## config.mk

```make
export PLATFORM = sky130hd
export DESIGN_NAME = vcontrol_unit
export DESIGN_NICKNAME = d
export VERILOG_FILES = /design/src/design/vdec_pkg.sv /design/src/design/vopi_decode.sv /design/src/design/vopm_decode.sv /design/src/design/vuop_gen.sv /design/src/design/vcontrol_unit.sv
export SDC_FILE = /design/constraint.sdc
export NUM_CORES = 1
export LEC_CHECK = 0
export BUFFER_PORTS_ARGS = -buffer_cell sky130_fd_sc_hd__buf_2
export CAP_MARGIN = 20
export CORE_MARGIN = 5
export CORE_UTILIZATION = 53
export CTS_CLUSTER_DIAMETER = 120
export DETAILED_ROUTE_END_ITERATION = 6
export HOLD_SLACK_MARGIN = 0.05
export PLACE_DENSITY_LB_ADDON = 0.12
export SYNTH_ARGS = -nofsm -noshare
export SYNTH_HDL_FRONTEND = slang
export SYNTH_SLANG_ARGS = --single-unit
```

## constraint.sdc

```tcl
create_clock -name CLK -period 7.8 [get_ports CLK]
set_input_delay 1.17 -clock CLK [delete_from_list [all_inputs] [get_ports CLK]]
set_output_delay 1.17 -clock CLK [all_outputs]
set_load 0.05 [all_outputs]
```

## src/design/vdec_pkg.sv

```systemverilog
// Shared encodings for the vector decoder, a subset of RVV 1.0
// Only the funct6 codes listed here decode as valid, everything else is rejected
package vdec_pkg;

    // Width of vl and evl
    localparam int VL_W = 16;

    // Major opcodes, AMO left out
    typedef enum logic [6:0] {
        VMOC_NONE    = 7'b0000000,
        VMOC_LOAD    = 7'b0000111,
        VMOC_STORE   = 7'b0100111,
        VMOC_ALU_CFG = 7'b1010111
    } vmajor_t;

    // Arithmetic formats from funct3
    typedef enum logic [2:0] {
        OPIVV, OPFVV, OPMVV, OPIVI, OPIVX, OPFVF, OPMVX, OPCFG
    } vfunct3_t;

    // Memory addressing modes
    typedef enum logic [1:0] {
        MOP_UNIT, MOP_UINDEXED, MOP_STRIDED, MOP_OINDEXED
    } mop_t;

    // Unit-stride variants, same codes for loads and stores
    typedef enum logic [4:0] {
        LUMOP_UNIT         = 5'b00000,
        LUMOP_UNIT_FULLREG = 5'b01000,
        LUMOP_UNIT_MASK    = 5'b01011
    } lumop_t;

    typedef enum logic [2:0] {
        WIDTH8 = 3'b000, WIDTH16 = 3'b101, WIDTH32 = 3'b110
    } width_t;

    // Element width as log2(SEW/8)
    typedef enum logic [1:0] {SEW8, SEW16, SEW32, SEW64} vsew_t;

    typedef enum logic [5:0] {
        VADD = 6'b000000, VSUB = 6'b000010, VRSUB = 6'b000011,
        VMINU = 6'b000100, VMIN = 6'b000101, VMAXU = 6'b000110, VMAX = 6'b000111,
        VAND = 6'b001001, VOR = 6'b001010, VXOR = 6'b001011, VSLIDEUP = 6'b001110,
        VSLL = 6'b100101, VSRL = 6'b101000, VSRA = 6'b101001,
        VNSRL = 6'b101100, VNSRA = 6'b101101, VNCLIPU = 6'b101110, VNCLIP = 6'b101111
    } vopi_t;

    typedef enum logic [5:0] {
        VREDSUM = 6'b000000, VREDAND = 6'b000001, VREDOR = 6'b000010,
        VWXUNARY0 = 6'b010000, VMULHU = 6'b100100, VMUL = 6'b100101,
        VMADD = 6'b101001, VNMSUB = 6'b101011, VMACC = 6'b101101, VNMSAC = 6'b101111,
        VWADDU = 6'b110000, VWADD = 6'b110001
    } vopm_t;

    typedef enum logic [2:0] {VFU_ALU, VFU_RED, VFU_MUL, VFU_MSK, VFU_PRM} vfu_t;

    // Operation codes, read per unit
    // ALU uses ADD..CLIP, SR is logical when unsigned
    // Multiplier uses MUL, MULH, and ADD/SUB to accumulate into vd, MADD/NMSUB into vs2
    // Reduction reuses ADD/AND/OR, permute uses SLL for slide up, mask unit uses MOVE
    typedef enum logic [3:0] {
        VALU_ADD, VALU_SUB, VALU_RSUB, VALU_MIN, VALU_MAX, VALU_AND, VALU_OR, VALU_XOR,
        VALU_SLL, VALU_SR, VALU_CLIP, VALU_MUL, VALU_MULH, VALU_MADD, VALU_NMSUB, VALU_MOVE
    } valuop_t;

    typedef enum logic [1:0] {NOT_CFG, VSETVLI, VSETIVLI, VSETVL} vsetvl_t;

endpackage

```

## src/design/vopi_decode.sv

```systemverilog
// OPI funct6 decode, valid only for the codes in vdec_pkg::vopi_t
// Caller qualifies the result with the funct3 format
`timescale 1ns/1ps

module vopi_decode (
    input  vdec_pkg::vopi_t   funct6,
    output vdec_pkg::vfu_t    vfu,
    output vdec_pkg::valuop_t op,
    output logic              opunsigned,
    output logic              valid
);

    always_comb begin
        // Most OPI codes go to the ALU as signed ops
        vfu        = vdec_pkg::VFU_ALU;
        op         = vdec_pkg::VALU_ADD;
        opunsigned = 1'b0;
        valid      = 1'b1;
        case (funct6)
            vdec_pkg::VADD:  op = vdec_pkg::VALU_ADD;
            vdec_pkg::VSUB:  op = vdec_pkg::VALU_SUB;
            vdec_pkg::VRSUB: op = vdec_pkg::VALU_RSUB;
            vdec_pkg::VMINU: begin
                op         = vdec_pkg::VALU_MIN;
                opunsigned = 1'b1;
            end
            vdec_pkg::VMIN:  op = vdec_pkg::VALU_MIN;
            vdec_pkg::VMAXU: begin
                op         = vdec_pkg::VALU_MAX;
                opunsigned = 1'b1;
            end
            vdec_pkg::VMAX:  op = vdec_pkg::VALU_MAX;
            vdec_pkg::VAND:  op = vdec_pkg::VALU_AND;
            vdec_pkg::VOR:   op = vdec_pkg::VALU_OR;
            vdec_pkg::VXOR:  op = vdec_pkg::VALU_XOR;
            vdec_pkg::VSLL:  op = vdec_pkg::VALU_SLL;
            // Logical right shifts, narrowing form differs only in eew
            vdec_pkg::VSRL, vdec_pkg::VNSRL: begin
                op         = vdec_pkg::VALU_SR;
                opunsigned = 1'b1;
            end
            vdec_pkg::VSRA, vdec_pkg::VNSRA: op = vdec_pkg::VALU_SR;
            vdec_pkg::VNCLIPU: begin
                op         = vdec_pkg::VALU_CLIP;
                opunsigned = 1'b1;
            end
            vdec_pkg::VNCLIP: op = vdec_pkg::VALU_CLIP;
            // Slide up moves elements to higher indices
            vdec_pkg::VSLIDEUP: begin
                vfu = vdec_pkg::VFU_PRM;
                op  = vdec_pkg::VALU_SLL;
            end
            default: valid = 1'b0;
        endcase
    end

endmodule

```

## src/design/vopm_decode.sv

```systemverilog
// OPM funct6 decode, valid only for the codes in vdec_pkg::vopm_t
// Caller qualifies the result with the funct3 format
`timescale 1ns/1ps

module vopm_decode (
    input  vdec_pkg::vopm_t   funct6,
    output vdec_pkg::vfu_t    vfu,
    output vdec_pkg::valuop_t op,
    output logic              opunsigned,
    output logic              valid
);

    always_comb begin
        vfu        = vdec_pkg::VFU_MUL;
        op         = vdec_pkg::VALU_MUL;
        opunsigned = 1'b0;
        valid      = 1'b1;
        case (funct6)
            // Reductions fold with the plain ALU op
            vdec_pkg::VREDSUM: begin
                vfu = vdec_pkg::VFU_RED;
                op  = vdec_pkg::VALU_ADD;
            end
            vdec_pkg::VREDAND: begin
                vfu = vdec_pkg::VFU_RED;
                op  = vdec_pkg::VALU_AND;
            end
            vdec_pkg::VREDOR: begin
                vfu = vdec_pkg::VFU_RED;
                op  = vdec_pkg::VALU_OR;
            end
            // Scalar move, vcpop and vfirst; vs1 field picks which
            vdec_pkg::VWXUNARY0: begin
                vfu = vdec_pkg::VFU_MSK;
                op  = vdec_pkg::VALU_MOVE;
            end
            vdec_pkg::VMUL:   op = vdec_pkg::VALU_MUL;
            vdec_pkg::VMULHU: begin
                op         = vdec_pkg::VALU_MULH;
                opunsigned = 1'b1;
            end
            // Accumulate forms, addend is vd for macc/nmsac and vs2 for madd/nmsub
            vdec_pkg::VMACC:  op = vdec_pkg::VALU_ADD;
            vdec_pkg::VNMSAC: op = vdec_pkg::VALU_SUB;
            vdec_pkg::VMADD:  op = vdec_pkg::VALU_MADD;
            vdec_pkg::VNMSUB: op = vdec_pkg::VALU_NMSUB;
            // Widening adds run in the ALU at twice the sew
            vdec_pkg::VWADDU: begin
                vfu        = vdec_pkg::VFU_ALU;
                op         = vdec_pkg::VALU_ADD;
                opunsigned = 1'b1;
            end
            vdec_pkg::VWADD: begin
                vfu = vdec_pkg::VFU_ALU;
                op  = vdec_pkg::VALU_ADD;
            end
            default: valid = 1'b0;
        endcase
    end

endmodule

```

## src/design/vuop_gen.sv

```systemverilog
// Micro-op sequencer, LANES elements per micro-op, LANES a power of two
// gen, veew and evl must stay stable while busy is high
`timescale 1ns/1ps

module vuop_gen #(
    parameter int  VLEN   = 128,
    parameter int  LANES  = 4,
    localparam int BANK_W = (VLEN / 8 / LANES > 1) ? $clog2(VLEN / 8 / LANES) : 1
) (
    input  logic                        CLK,
    input  logic                        reset,
    input  logic                        gen,
    input  logic                        stall,
    input  vdec_pkg::vsew_t             veew,
    input  logic [vdec_pkg::VL_W-1:0]   evl,
    output logic [vdec_pkg::VL_W-1:0]   uop_num,
    output logic [2:0]                  reg_offset,
    output logic [BANK_W-1:0]           bank_offset,
    output logic [LANES-1:0]            lane_active,
    output logic                        busy
);

    localparam int W = vdec_pkg::VL_W;
    localparam int LOG_LANES = $clog2(LANES);
    // log2 of elements per register at SEW8
    localparam int LOG_EPR8 = $clog2(VLEN / 8);

    logic [W-1:0] cnt;
    logic [W:0]   evl_up;
    logic [W-1:0] uop_cnt;
    logic         last;
    logic [W:0]   first_elem;
    logic [4:0]   epr_log2;
    logic [W:0]   epr_mask;
    logic [W:0]   reg_idx;
    logic [W:0]   in_reg;
    logic [W:0]   bank_idx;

    // ceil(evl/LANES), never below one
    assign evl_up  = {1'b0, evl} + (W + 1)'(LANES - 1);
    assign uop_cnt = (evl == '0) ? W'(1) : W'(evl_up >> LOG_LANES);
    assign last    = ({1'b0, cnt} + 1'b1) >= {1'b0, uop_cnt};
    assign busy    = gen && !last;

    // Element position of micro-op k inside the register group
    assign first_elem = {1'b0, cnt} << LOG_LANES;
    assign epr_log2   = 5'(LOG_EPR8) - {3'b000, veew};
    assign epr_mask   = ((W + 1)'(1) << epr_log2) - 1'b1;
    assign reg_idx    = first_elem >> epr_log2;
    assign in_reg     = first_elem & epr_mask;
    assign bank_idx   = in_reg >> LOG_LANES;

    assign uop_num     = cnt;
    assign reg_offset  = reg_idx[2:0];
    assign bank_offset = bank_idx[BANK_W-1:0];

    // Tail lanes past evl stay off
    always_comb begin
        for (int i = 0; i < LANES; i++) begin
            lane_active[i] = gen && ((first_elem + (W + 1)'(i)) < {1'b0, evl});
        end
    end

    // Counter wraps to zero after the last micro-op, stall holds it
    always_ff @(posedge CLK) begin
        if (reset) begin
            cnt <= '0;
        end else if (!gen) begin
            cnt <= '0;
        end else if (!stall) begin
            cnt <= last ? '0 : cnt + 1'b1;
        end
    end

endmodule

```

## src/design/vcontrol_unit.sv

```systemverilog
// Vector decode top, combinational from instr; no AMO, FP or segment loads
// instr, vsew and vl must be held while vbusy is high
`timescale 1ns/1ps

module vcontrol_unit #(
    parameter int  VLEN   = 128,
    parameter int  LANES  = 4,
    localparam int BANK_W = (VLEN / 8 / LANES > 1) ? $clog2(VLEN / 8 / LANES) : 1
) (
    input  logic                      CLK,
    input  logic                      reset,
    input  logic [31:0]               instr,
    input  vdec_pkg::vsew_t           vsew,
    input  logic [vdec_pkg::VL_W-1:0] vl,
    input  logic                      stall,
    output logic                      vvalid,
    output logic                      vbusy,
    output logic                      vmask_en,
    output vdec_pkg::vsetvl_t         vsetvl_type,
    output logic [10:0]               vtype_imm,
    output logic                      vkeepvl,
    output logic [4:0]                vd_sel,
    output logic [4:0]                vs1_sel,
    output logic [4:0]                vs2_sel,
    output logic                      sregwen,
    output logic                      vregwen,
    output logic                      vxin1_use_imm,
    output logic                      vxin1_use_rs1,
    output logic                      vxin2_use_rs2,
    output vdec_pkg::vsew_t           veew_src1,
    output vdec_pkg::vsew_t           veew_src2,
    output vdec_pkg::vsew_t           veew_dest,
    output vdec_pkg::vfu_t            vfu,
    output vdec_pkg::valuop_t         valuop,
    output logic                      vopunsigned,
    output logic                      vmemdren,
    output logic                      vmemdwen,
    output logic                      vunitstride,
    output logic                      vstrided,
    output logic                      vindexed,
    output logic [vdec_pkg::VL_W-1:0] evl,
    output logic [vdec_pkg::VL_W-1:0] uop_num,
    output logic [BANK_W-1:0]         bank_offset,
    output logic [LANES-1:0]          lane_active
);

    localparam int W = vdec_pkg::VL_W;

    // Instruction fields; vs3 of a store shares the vd slot
    logic [4:0] vd, vs1, vs2, vs3, rd, rs1;
    logic [2:0] nf;
    vdec_pkg::vmajor_t  vmajor;
    logic               vmajor_valid;
    vdec_pkg::vfunct3_t vfunct3;
    vdec_pkg::mop_t     mop;
    vdec_pkg::lumop_t   lumop;
    vdec_pkg::width_t   vmem_width;
    logic alu, vcfg, vmeminstr, opi_fmt, opm_fmt, vwidening, vnarrowing;
    logic vmaskldst, vwholereg, vexec_valid;
    vdec_pkg::vsew_t vmem_eew, twice_vsew;
    logic [W-1:0] mask_evl, wholereg_evl;
    logic [2:0] reg_offset;
    vdec_pkg::vfu_t    opi_fu, opm_fu;
    vdec_pkg::valuop_t opi_op, opm_op;
    logic opi_uns, opm_uns, opi_valid, opm_valid;

    assign vd  = instr[11:7];
    assign rd  = instr[11:7];
    assign vs3 = instr[11:7];
    assign vs1 = instr[19:15];
    assign rs1 = instr[19:15];
    assign vs2 = instr[24:20];
    assign nf  = instr[31:29];
    assign vfunct3    = vdec_pkg::vfunct3_t'(instr[14:12]);
    assign vmem_width = vdec_pkg::width_t'(instr[14:12]);
    assign mop        = vdec_pkg::mop_t'(instr[27:26]);
    assign lumop      = vdec_pkg::lumop_t'(instr[24:20]);
    assign vmask_en   = !instr[25];

    always_comb begin
        vmajor       = vdec_pkg::VMOC_NONE;
        vmajor_valid = 1'b1;
        case (instr[6:0])
            vdec_pkg::VMOC_LOAD:    vmajor = vdec_pkg::VMOC_LOAD;
            vdec_pkg::VMOC_STORE:   vmajor = vdec_pkg::VMOC_STORE;
            vdec_pkg::VMOC_ALU_CFG: vmajor = vdec_pkg::VMOC_ALU_CFG;
            // Not a vector instruction
            default:                vmajor_valid = 1'b0;
        endcase
    end

    assign alu     = (vmajor == vdec_pkg::VMOC_ALU_CFG);
    assign vcfg    = alu && (vfunct3 == vdec_pkg::OPCFG);
    assign opi_fmt = alu && (vfunct3 == vdec_pkg::OPIVV || vfunct3 == vdec_pkg::OPIVI ||
                             vfunct3 == vdec_pkg::OPIVX);
    assign opm_fmt = alu && (vfunct3 == vdec_pkg::OPMVV || vfunct3 == vdec_pkg::OPMVX);

    // vset* kind from the top bits, vsetvl has 1000000 in funct7
    always_comb begin
        vsetvl_type = vdec_pkg::NOT_CFG;
        vtype_imm   = '0;
        vkeepvl     = 1'b0;
        if (vcfg) begin
            if (!instr[31]) begin
                vsetvl_type = vdec_pkg::VSETVLI;
                vtype_imm   = instr[30:20];
                vkeepvl     = (rs1 == '0) && (rd == '0);
            end else if (instr[30]) begin
                vsetvl_type = vdec_pkg::VSETIVLI;
                vtype_imm   = {1'b0, instr[29:20]};
            end else begin
                vsetvl_type = vdec_pkg::VSETVL;
                vkeepvl     = (rs1 == '0) && (rd == '0);
            end
        end
    end

    // Memory kind, mop bits are funct6 bits for ALU ops so gate them
    assign vmemdren    = (vmajor == vdec_pkg::VMOC_LOAD);
    assign vmemdwen    = (vmajor == vdec_pkg::VMOC_STORE);
    assign vmeminstr   = vmemdren || vmemdwen;
    assign vunitstride = vmeminstr && (mop == vdec_pkg::MOP_UNIT);
    assign vstrided    = vmeminstr && (mop == vdec_pkg::MOP_STRIDED);
    assign vindexed    = vmeminstr && (mop == vdec_pkg::MOP_UINDEXED ||
                                       mop == vdec_pkg::MOP_OINDEXED);
    assign vmaskldst   = vunitstride && (lumop == vdec_pkg::LUMOP_UNIT_MASK);
    assign vwholereg   = vunitstride && (lumop == vdec_pkg::LUMOP_UNIT_FULLREG);

    // Scalar writes come from vset* and the OPMVV scalar move group
    assign sregwen = vcfg || (vfunct3 == vdec_pkg::OPMVV && alu &&
                              instr[31:26] == vdec_pkg::VWXUNARY0);
    assign vregwen = vvalid && !sregwen && !vmemdwen;

    // Operand routing, OPFVF only forwards the scalar
    assign vxin1_use_imm = alu && (vfunct3 == vdec_pkg::OPIVI);
    assign vxin1_use_rs1 = vmeminstr || (alu && (vfunct3 == vdec_pkg::OPIVX ||
                           vfunct3 == vdec_pkg::OPFVF || vfunct3 == vdec_pkg::OPMVX));
    // Stride value comes from rs2
    assign vxin2_use_rs2 = vstrided;

    // Effective element widths
    assign vmem_eew   = (vmem_width == vdec_pkg::WIDTH8)  ? vdec_pkg::SEW8 :
                        (vmem_width == vdec_pkg::WIDTH16) ? vdec_pkg::SEW16 : vdec_pkg::SEW32;
    assign twice_vsew = vdec_pkg::vsew_t'(vsew + 2'd1);
    assign vwidening  = opm_fmt && (instr[31:30] == 2'b11);
    assign vnarrowing = opi_fmt && (instr[31:28] == 4'b1011);

    // Indexed access: data uses vsew, index vector uses the width field
    assign veew_src1 = (vmeminstr && !vindexed) ? vmem_eew : vsew;
    assign veew_src2 = vindexed ? vmem_eew : vnarrowing ? twice_vsew : vsew;
    assign veew_dest = (vunitstride || vstrided) ? vmem_eew :
                       vindexed ? vsew : vwidening ? twice_vsew : vsew;

    // evl, nf holds NFIELDS-1 for whole-register access
    assign mask_evl     = (vl >> 3) + W'(|vl[2:0]);
    assign wholereg_evl = (W'({1'b0, nf} + 4'd1) << $clog2(VLEN / 8)) >> veew_dest;
    assign evl = vmaskldst ? mask_evl : vwholereg ? wholereg_evl : vl;

    vopi_decode u_opi (
        .funct6(vdec_pkg::vopi_t'(instr[31:26])), .vfu(opi_fu), .op(opi_op),
        .opunsigned(opi_uns), .valid(opi_valid)
    );

    vopm_decode u_opm (
        .funct6(vdec_pkg::vopm_t'(instr[31:26])), .vfu(opm_fu), .op(opm_op),
        .opunsigned(opm_uns), .valid(opm_valid)
    );

    // Exactly one source may claim the instruction, vset* has no exec op
    always_comb begin
        vfu         = vdec_pkg::VFU_ALU;
        valuop      = vdec_pkg::VALU_ADD;
        vopunsigned = 1'b0;
        vexec_valid = 1'b1;
        case ({opi_valid && opi_fmt, opm_valid && opm_fmt, vmeminstr})
            3'b100: begin
                vfu         = opi_fu;
                valuop      = opi_op;
                vopunsigned = opi_uns;
            end
            3'b010: begin
                vfu         = opm_fu;
                valuop      = opm_op;
                vopunsigned = opm_uns;
            end
            // Address generation as an unsigned add
            3'b001: vopunsigned = 1'b1;
            default: vexec_valid = vcfg;
        endcase
    end

    assign vvalid = vmajor_valid && vexec_valid;

    // Register selects step through the group per micro-op
    assign vd_sel  = vd + {2'b00, reg_offset};
    assign vs1_sel = (vmemdwen ? vs3 : vs1) + {2'b00, reg_offset};
    assign vs2_sel = vs2 + {2'b00, reg_offset};

    vuop_gen #(.VLEN(VLEN), .LANES(LANES)) u_uop_gen (
        .CLK(CLK), .reset(reset), .gen(vvalid), .stall(stall), .veew(veew_dest),
        .evl(evl), .uop_num(uop_num), .reg_offset(reg_offset),
        .bank_offset(bank_offset), .lane_active(lane_active), .busy(vbusy)
    );

endmodule

```

==> results.cfg, run 1 <==
[status]
status = finished, violations left
violations = design-rule violations

[worst_setup_path]
crit_family = simple AND/OR/NAND/NOR gates
critPathLaunchType = input pin
path_buf_inv = 2
crit_fanout = 20
cp.arrival_ns = 6.21
required_ns = 6.63
crit_path_max_incr_delay_ns = 0.55
crit_chain = buf_2, nand4b_4, nor4_1, mux2_2, or4_4, a31oi_4, or3b_4, or4_4, or3_1, a211o_1, ha_1, and4_1, a21oi_1, and3_1, o21ai_0, nor2_4, buf_2
crit_path_end_kind = output port
crit_type = in -> out
slowest_stage = or4_4

[die]
dieHeight_um = 101
start_util = 0.538
fp.dieArea_sq_um = 10200
core_region_area_sq_um = 8130
ios = 147
fp-row-count = 33
die_w_um = 101

[timing]
max_freq_ghz = 0.136
setup_viol = 0
final_max_slew_viol_count = 0
finalClockSkew_ns = 0.00237
hold_viol = 0
relSlewSlack = 0.538
finalCritPeriodShare = 0.946
finalCriticalPeriod_ns = 7.38
setup_tns_ns = 0
rsz0062_at_grt = false
worst_slew_pin_slew_ns = 0.684

[routing]
first_iter_violations = 374
wl_um = 15000
viasPerCell = 6.16
drc = 1
vias = 5381
first_pass_iters = 7
ant_nets = 0
wire_per_inst_um = 17.2

[clock_tree]
cts_root_buf = clkbuf_8
clkLatencyLatePin_ns = 0.25
cts_buffer_depth = 2
hold_buffers = 0
postCtsSetupBuffers = 0
clk_pin_slew_ns = 0.06
ctsResizeCount = 0
cts_made_buffers = 3
htreeDepth = 1
cts_tree = yes
cts.sink_count = 16

[synth]
ys_seq_elements = 16
async_flop_share = 0
avgSynthCellArea_sq_um = 6.76
yosysMostFrequentCell = nand2_1
synth_area_leader_cell = ha_1
synthDistinctLibCells = 73
synthCells = 648
synth_nets = 744
synth_common_cells = nand2_1, a21oi_1, nor2_1, ha_1, o21ai_0
ys_top_cells_by_area = ha_1, dfxtp_1, nand2_1
yosysSeqAreaShare = 0.0731
synth.top_cell.area_share = 0.114
syn-cell-area_sq_um = 4380
synth_edf_count = 0
ys.flop_type = dfxtp_1
ys_warn_count = 0

[power]
ir_drop_v = 0.0000806
p_leak_nw = 2.44
cellPowerDensity_nw_per_um2 = 70.6

[final_layout]
drive_gt1_frac = 0.250
antenna_cells = 0
largest_reg_flops = 16
fill_cells = 785
stdcell_area_sq_um = 5240
nets = 865
syn2layout_area_growth_pct = 19.7

[hold_path]
hp-class = reg -> reg

[placement]
gp_congestion = 0.942
dp_hpwl_um = 11900
io_buffers = 146
placed_cell_area_sq_um = 5190

[grt]
grt_first_pass_wirelength_um = 24400
antenna_found_initial = 0
grt_usage = 0.285
grt_pass1_vias = 5010
grt_start_max_net_pins = 29
grt_remaining_overflow = 0

[job]
maxCapViolCount = 0
-- layout by cell type, fill, tap and decap left out, types with 8 or more instances in the layout --
cell type	Yosys	final
ha_1	40	40
xnor2_1	29	29
nor2b_1	8	8
buf_2	7	146
o21ai_0	40	40
nand3_1	28	28
xor2_1	24	24
a21o_1	10	10
nor2_1	46	45
inv_1	34	34
o2111ai_1	14	14
nor3_1	20	20
and2_1	14	14
nand2_1	78	78
nor4_1	10	10
a21oi_1	48	47
buf_4	1	12
dfxtp_1	16	16
nand4_1	13	13
mux2i_1	9	9
-- kinds of logic after synthesis --
| group | share of synthesized area |
|---|---|
| muxes | 0.0411 |
| xor gates and xnor gates | 0.106 |
| DFF | 0.0731 |
| adders and majority gates | 0.130 |
| and+or+nand+nor | 0.317 |
| buffers and inverters | 0.0697 |
| AOI/OAI and AO/OA | 0.263 |
-- worst register-to-register path: stages, from the launching register on --
cell and delay (ns):
dfxtp_1 0.53, ha_1 0.28, nand3_1 0.17, or2_2 0.41, nor2_1 0.24, nand2_1 0.12
nor2_1 0.15, xnor2_1 0.18, ha_1 0.29, and4_1 0.22, a21oi_1 0.13, and3_1 0.19
buf_4 0.22, o221ai_1 0.17, a21oi_1 0.23
-- layer usage --
metal  routed length, um  GRT usage  vias up
met5                   0          0        -
met4                 363     0.0787        0
met3                1390     0.0478       36
met2                7200      0.501      280
met1                6070      0.356     2451
li1                    -          -     2614
-- report_power, final --
| group | total [mW] | switching (mW) | internal, mW |
|---|---|---|---|
| clock | 0.0721 | 0.0274 | 0.0447 |
| combinational | 0.217 | 0.151 | 0.0651 |
| sequential | 0.0818 | 0.0000599 | 0.0817 |
-- final timing paths --
check / from / endpoint / slack, ns / cells past startpoint
hold / removal: u_uop_gen.uop_num[15] / u_uop_gen.uop_num[15] / 0.49 / 2
setup reg to reg: u_uop_gen.uop_num[0] / u_uop_gen.uop_num[5] / 4.19 / 14
setup / recovery: instr[30] / vbusy / 0.42 / 17
hold reg to reg: u_uop_gen.uop_num[15] / u_uop_gen.uop_num[15] / 0.49 / 2
-- layout make-up --
type / count / area (sq um) / share of cell area
well taps: 105 / 131 / 0.0251
clock buffers: 4 / 55.1 / 0.0105
inverters: 36 / 135 / 0.0258
flip-flops and latches: 16 / 320 / 0.0611
multi-input cells: 554 / 3780 / 0.721
repair buffers: 158 / 821 / 0.157
-- per-stage QoR --
stage | std cells | total power [mW] | setup slack (ns) | util | hold WS (ns)
after floorplan | 648 | 0.238 | 0.0358 | - | 0.686
after global placement | 869 | 0.295 | 0.547 | 0.638 | 0.473
after detailed placement | 869 | 0.298 | 0.477 | 0.638 | 0.478
after CTS | 873 | 0.370 | 0.467 | 0.645 | 0.492
after global routing | 873 | 0.393 | 0.200 | 0.645 | 0.512
final | 873 | 0.370 | 0.424 | 0.645 | 0.486
Power figures use the tool's default switching activity.
==> inputs of run 2 (changes only) <==
--- a/config.mk
+++ b/config.mk
@@ -5,6 +5,7 @@
 export SDC_FILE = /design/constraint.sdc
 export NUM_CORES = 1
 export LEC_CHECK = 0
+export ABC_AREA = 1
 export BUFFER_PORTS_ARGS = -buffer_cell sky130_fd_sc_hd__buf_2
 export CAP_MARGIN = 20
 export CORE_MARGIN = 5
==> constraint.sdc (replaced) <==
create_clock -name CLK -period 7.9 [get_ports CLK]
set_input_delay 1.185 -clock CLK [delete_from_list [all_inputs] [get_ports CLK]]
set_output_delay 1.185 -clock CLK [all_outputs]
set_load 0.05 [all_outputs]
==> run 2 against run 1 <==
  * Non-clock buffer count shrank 12
  * The run now ends clean
  * Combinational power grew 18%
  * Critical path type unchanged
  * Design area grew 1.3%
==> results.cfg, run 2 <==
[status]
status = completed

[die]
dieHeight_um = 102
fp-row-count = 33
core_region_area_sq_um = 8220
die_w_um = 102
fp.dieArea_sq_um = 10400
start_util = 0.544
ios = 147

[power]
ir_drop_v = 0.0000465
p_int_mw = 0.182
cellPowerDensity_nw_per_um2 = 75.5
switchingPower_mw = 0.219
pwr-share-clk = 0.157
switching_share = 0.546
seqPwrFrac = 0.201
power_mw = 0.401
combPwrFrac = 0.642
p_leak_nw = 3.07

[timing]
worst_slack_ns = 1.11
worst_slew_pin_slew_ns = 1.10
setup_tns_ns = 0
rsz0062_at_grt = false
relSlewSlack = 0.245
finalCriticalPeriod_ns = 6.79
max_freq_ghz = 0.147
hold_viol = 0
setup_viol = 0
finalClockSkew_ns = 0.00228
finalCritPeriodShare = 0.860
final_max_slew_viol_count = 0

[placement]
gp_congestion = 0.948
dp_hpwl_um = 12600
pre_cts_slack_ns = 1.31
io_buffers = 146

[routing]
ant_nets = 0
first_iter_violations = 424
drc = 0
vias = 5531
wire_per_inst_um = 14.7
first_pass_iters = 6
wl_um = 14700
viasPerCell = 5.56

[clock_tree]
cts_made_buffers = 3
cts.sink_count = 16
postCtsSetupBuffers = 0
cts_root_buf = clkbuf_8
htreeDepth = 1
hold_buffers = 0
clkLatencyLatePin_ns = 0.25
cts_tree = yes
ctsResizeCount = 0
cts_buffer_depth = 2
clk_pin_slew_ns = 0.06

[hold_path]
whs_path_depth = 2
hp-class = reg -> reg

[synth]
yosysSeqAreaShare = 0.0716
synth_area_leader_cell = nand2_1
ys_top_cells_by_area = nand2_1, ha_1, inv_1
synthDistinctLibCells = 53
syn-cell-area_sq_um = 4470
yosysMostFrequentCell = nand2_1
synth_nets = 847
ys_seq_elements = 16
synth_edf_count = 0
avgSynthCellArea_sq_um = 5.96
ys_warn_count = 0
async_flop_share = 0
ys.flop_type = dfxtp_1
synth.top_cell.area_share = 0.143
synthCells = 751
synth_common_cells = nand2_1, inv_1, nand3_1, nor2_1, ha_1

[worst_setup_path]
path_buf_inv = 5
crit_path_end_kind = output port
path_depth = 24
required_ns = 6.71
crit_fanout = 4
slowest_stage = a2111oi_0
worst_r2r_path_depth = 19
critPathLaunchType = input pin
crit_type = in -> out
cp.arrival_ns = 5.61
cpMostUsedCell = nand2_1
crit_chain = buf_2, inv_1, nand2_1, ha_1, ha_1, nand2_1, nor2_1, nand3_1, nor2_1, nand2_1, nor3_2, inv_1, nand2_1, inv_1, o21ai_1, ha_1, a21oi_1, o21ai_0, a2111oi_0, nand4_1, a21oi_1, nand2_1, a21oi_1, buf_2
crit_path_max_incr_delay_ns = 0.95
crit_family = compound AO/OA/AOI/OAI gates

[final_layout]
final_cell_mix = nand2_1, buf_2, inv_1
final_common_cell = nand2_1
nets = 988
largest_reg_flops = 16
antenna_cells = 0
fill_cells = 835
syn2layout_area_growth_pct = 18.8
drive_gt1_frac = 0.265

[grt]
grt_remaining_overflow = 0
antenna_found_initial = 0
grt_pass1_vias = 5142
grt_start_max_net_pins = 21
grt_usage = 0.281
grt_first_pass_wirelength_um = 24100

[job]
maxCapViolCount = 0
-- run 2: changes by cell type in the layout (fill, tap and decap cells not counted), moves of 13 or more --
cell     before  now
inv_1        34  117
nor2_1       45   59
a21oi_1      47   25
inv_2         1   20
and2_1       14    1
nand2_2       0   13
nand3_1      28   61
xnor2_1      29    8
nand2_1      78  171
-- run 2: cells by family (layout without fill, tap and decap cells) --
logic type               Yosys count  count (layout)  share of synthesized area
flip-flops                        16              16                     0.0716
adder cells (fa/ha/maj)           43              43                      0.125
buffers and inverters            151             290                      0.134
multiplexers                       1               1                    0.00224
XOR/XNOR                          30              30                     0.0587
AND/OR/NAND/NOR                  408             408                      0.462
AO/OA/AOI/OAI                    102             102                      0.146
-- run 2: worst min-delay path, cell delays in order, from the launching register on --
cell and delay, ns:
dfxtp_1 0.31, inv_1 0.09, nor2_1 0.05
-- run 2: worst paths after layout --
path,startpoint,end,slack (ns)
max,vl[2],lane_active[2],1.11
min,u_uop_gen.uop_num[15],u_uop_gen.uop_num[15],0.49
max reg2reg,u_uop_gen.uop_num[1],u_uop_gen.uop_num[2],3.99
min reg2reg,u_uop_gen.uop_num[15],u_uop_gen.uop_num[15],0.49
-- run 2: power by group through the flow --
stage               registers [mW]  logic (mW)  clock network (mW)
finish                      0.0807       0.257              0.0629
global route                0.0806       0.280              0.0685
CTS                         0.0807       0.256              0.0627
detailed placement          0.0825       0.255                   0
global placement            0.0825       0.252                   0
floorplan                   0.0826       0.191                   0
-- run 2: metrics by stage --
step                hold WS [ns]  cell area [sq um]  std cells   util
floorplan                  0.707               4470        751      -
detailed placement         0.479               5270        992  0.642
global route               0.543               5310        995  0.647
finish                     0.490               5310        995  0.647
CTS                        0.488               5310        995  0.647
global placement           0.473               5270        992  0.642
-- run 2: per-layer routing --
metal  vias up  routed length [um]  track usage
met1      2522                6540        0.409
met4         0                  83       0.0283
li1       2751                   -            -
met2       248                6670        0.465
met5         -                   0            0
met3        10                1370       0.0294
-- run 2: cell type report --
type | count | area (sq um) | share of cell area
tap | 105 | 131 | 0.0247
sequential | 16 | 320 | 0.0603
clock buffer | 3 | 41.3 | 0.00777
timing repair buffer | 146 | 731 | 0.138
multi-input combinational | 584 | 3550 | 0.669
inverter | 141 | 537 | 0.101
==> inputs of run 3 (changes only) <==
--- a/config.mk
+++ b/config.mk
@@ -5,7 +5,6 @@
 export SDC_FILE = /design/constraint.sdc
 export NUM_CORES = 1
 export LEC_CHECK = 0
-export ABC_AREA = 1
 export BUFFER_PORTS_ARGS = -buffer_cell sky130_fd_sc_hd__buf_2
 export CAP_MARGIN = 20
 export CORE_MARGIN = 5
==> run 3 against run 2 <==
  * Via count down 3.3%
  * Utilization decreased by 0.79 points
  * Flip-flop and latch count did not move
  * Hold slack improved by 0.0029 ns
  * Die area shrank 1.9%
  * Total power fell by 12%
  * Fmax is 10% lower
  * Critical path depth decreased by 7
  * Non-clock buffer count is 8 higher
  * Global-route usage fell by 0.59 points
  * Register-to-register slack better by 0.30 ns
  * Critical path type unchanged
  * Critical endpoint is now vbusy
==> results.cfg, run 3 (synthesis gave the netlist of run 1 again) <==
[grt]
grt_remaining_overflow = 0
met3_usage = 0.0346
grt_pass1_vias = 4968
use_met1 = 0.347
antenna_found_initial = 0
grt_busiest_layer = met2
grtUsageMet2 = 0.492
grt_start_max_net_pins = 29
grt_first_pass_wirelength_um = 23500
grt_usage = 0.275

[job]
maxCapViolCount = 0

[timing]
setup_viol = 0
final_max_slew_viol_count = 0
finalCriticalPeriod_ns = 7.56
relSlewSlack = 0.574
max_freq_ghz = 0.132
finalCritPeriodShare = 0.956
worst_slew_pin_slew_ns = 0.639
setup_tns_ns = 0
finalClockSkew_ns = 0.00546
hold_viol = 0
rsz0062_at_grt = false

[die]
fp-row-count = 33
core_region_area_sq_um = 8130
die_w_um = 101
ios = 147
dieHeight_um = 101
fp.dieArea_sq_um = 10200
start_util = 0.538

[worst_setup_path]
crit_fanout = 11
crit_path_end_kind = output port
cp.arrival_ns = 6.37
required_ns = 6.71
critPathLaunchType = input pin
startpoint = instr[24]
crit_type = in -> out
crit_chain = buf_2, nor3b_1, nand4_1, or3_1, a2111oi_1, nor2_1, or3b_4, or4_4, or3_1, a211o_1, ha_1, and4_1, a21oi_1, and3_1, o21ai_0, nor2_2, buf_2
crit_path_max_incr_delay_ns = 0.60
slowest_stage = a2111oi_1
rr_startpoint = u_uop_gen.uop_num[1]

[placement]
io_buffers = 146
gp_congestion = 0.916
dp_hpwl_um = 11900
dp_cells = 865

[clock_tree]
cts_tree = yes
cts_made_buffers = 3
cts_buffer_depth = 2
postCtsSetupBuffers = 0
hold_buffers = 0
cts.sink_count = 16
ctsResizeCount = 0
htreeDepth = 1
clkLatencyLatePin_ns = 0.25
clk_pin_slew_ns = 0.06
cts_root_buf = clkbuf_8

[final_layout]
instances_no_fill = 868
fill_cells = 810
syn2layout_area_growth_pct = 18.6
largest_reg_flops = 16
final_common_cell = buf_2
antenna_cells = 0
nets = 861
final_cell_mix = buf_2, nand2_1, a21oi_1
drive_gt1_frac = 0.245

[routing]
drc = 0
wl_um = 14800
viasPerCell = 6.16
first_pass_iters = 5
ant_nets = 0
wire_per_inst_um = 17.1
vias = 5347
first_iter_violations = 453

[power]
cellPowerDensity_nw_per_um2 = 67.9
ir_drop_v = 0.0000966
p_leak_nw = 2.42

[hold_path]
min_from = u_uop_gen.uop_num[15]
hp-class = reg -> reg

[status]
status = completed
[run 3: area by class of cell]
type	instances	area [sq um]	area share
sequential	16	320	0.0617
tap	105	131	0.0253
multi-input combinational	554	3780	0.727
clock buffer	3	41.3	0.00795
timing repair buffer	154	791	0.152
inverter	36	135	0.0260
[run 3: report_power, final]
part | internal, mW | total [mW] | switching [mW]
clock network | 0.0338 | 0.0605 | 0.0267
registers | 0.0807 | 0.0808 | 0.0000587
logic | 0.0634 | 0.212 | 0.148
total | 0.178 | 0.353 | 0.175
[run 3: layer usage]
| metal | part of all wire | wire [um] | vias up |
|---|---|---|---|
| met1 | 0.42 | 6240 | 2479 |
| met4 | 0.023 | 342 | 0 |
| met2 | 0.48 | 7100 | 232 |
| li1 | - | - | 2610 |
| met3 | 0.078 | 1160 | 26 |
| met5 | 0 | 0 | - |
[run 3: stage by stage]
stage | util | setup slack [ns] | instance area (sq um) | hold slack, ns | power (mW)
after floorplan | - | 0.00714 | 4400 | 0.686 | 0.235
after global placement | 0.634 | 0.520 | 5150 | 0.470 | 0.289
after detailed placement | 0.634 | 0.382 | 5150 | 0.478 | 0.292
after CTS | 0.639 | 0.370 | 5190 | 0.489 | 0.351
after global routing | 0.639 | 0.0181 | 5190 | 0.510 | 0.373
final | 0.639 | 0.344 | 5190 | 0.493 | 0.353
[run 3: worst max-delay path: cells and delay by family]
family,cells,cell delay (ns)
compound gates,4,1.15
fa+ha+maj,1,0.29
buf+inv,2,0.38
simple gates,10,3.35
[run 3: worst paths after layout]
path | end | slack [ns] | depth (start not counted)
worst min register to register | u_uop_gen.uop_num[15] | 0.49 | 2
worst max-delay path | vbusy | 0.34 | 17
worst min-delay path | u_uop_gen.uop_num[15] | 0.49 | 2
worst max register to register | u_uop_gen.uop_num[11] | 4.29 | 14
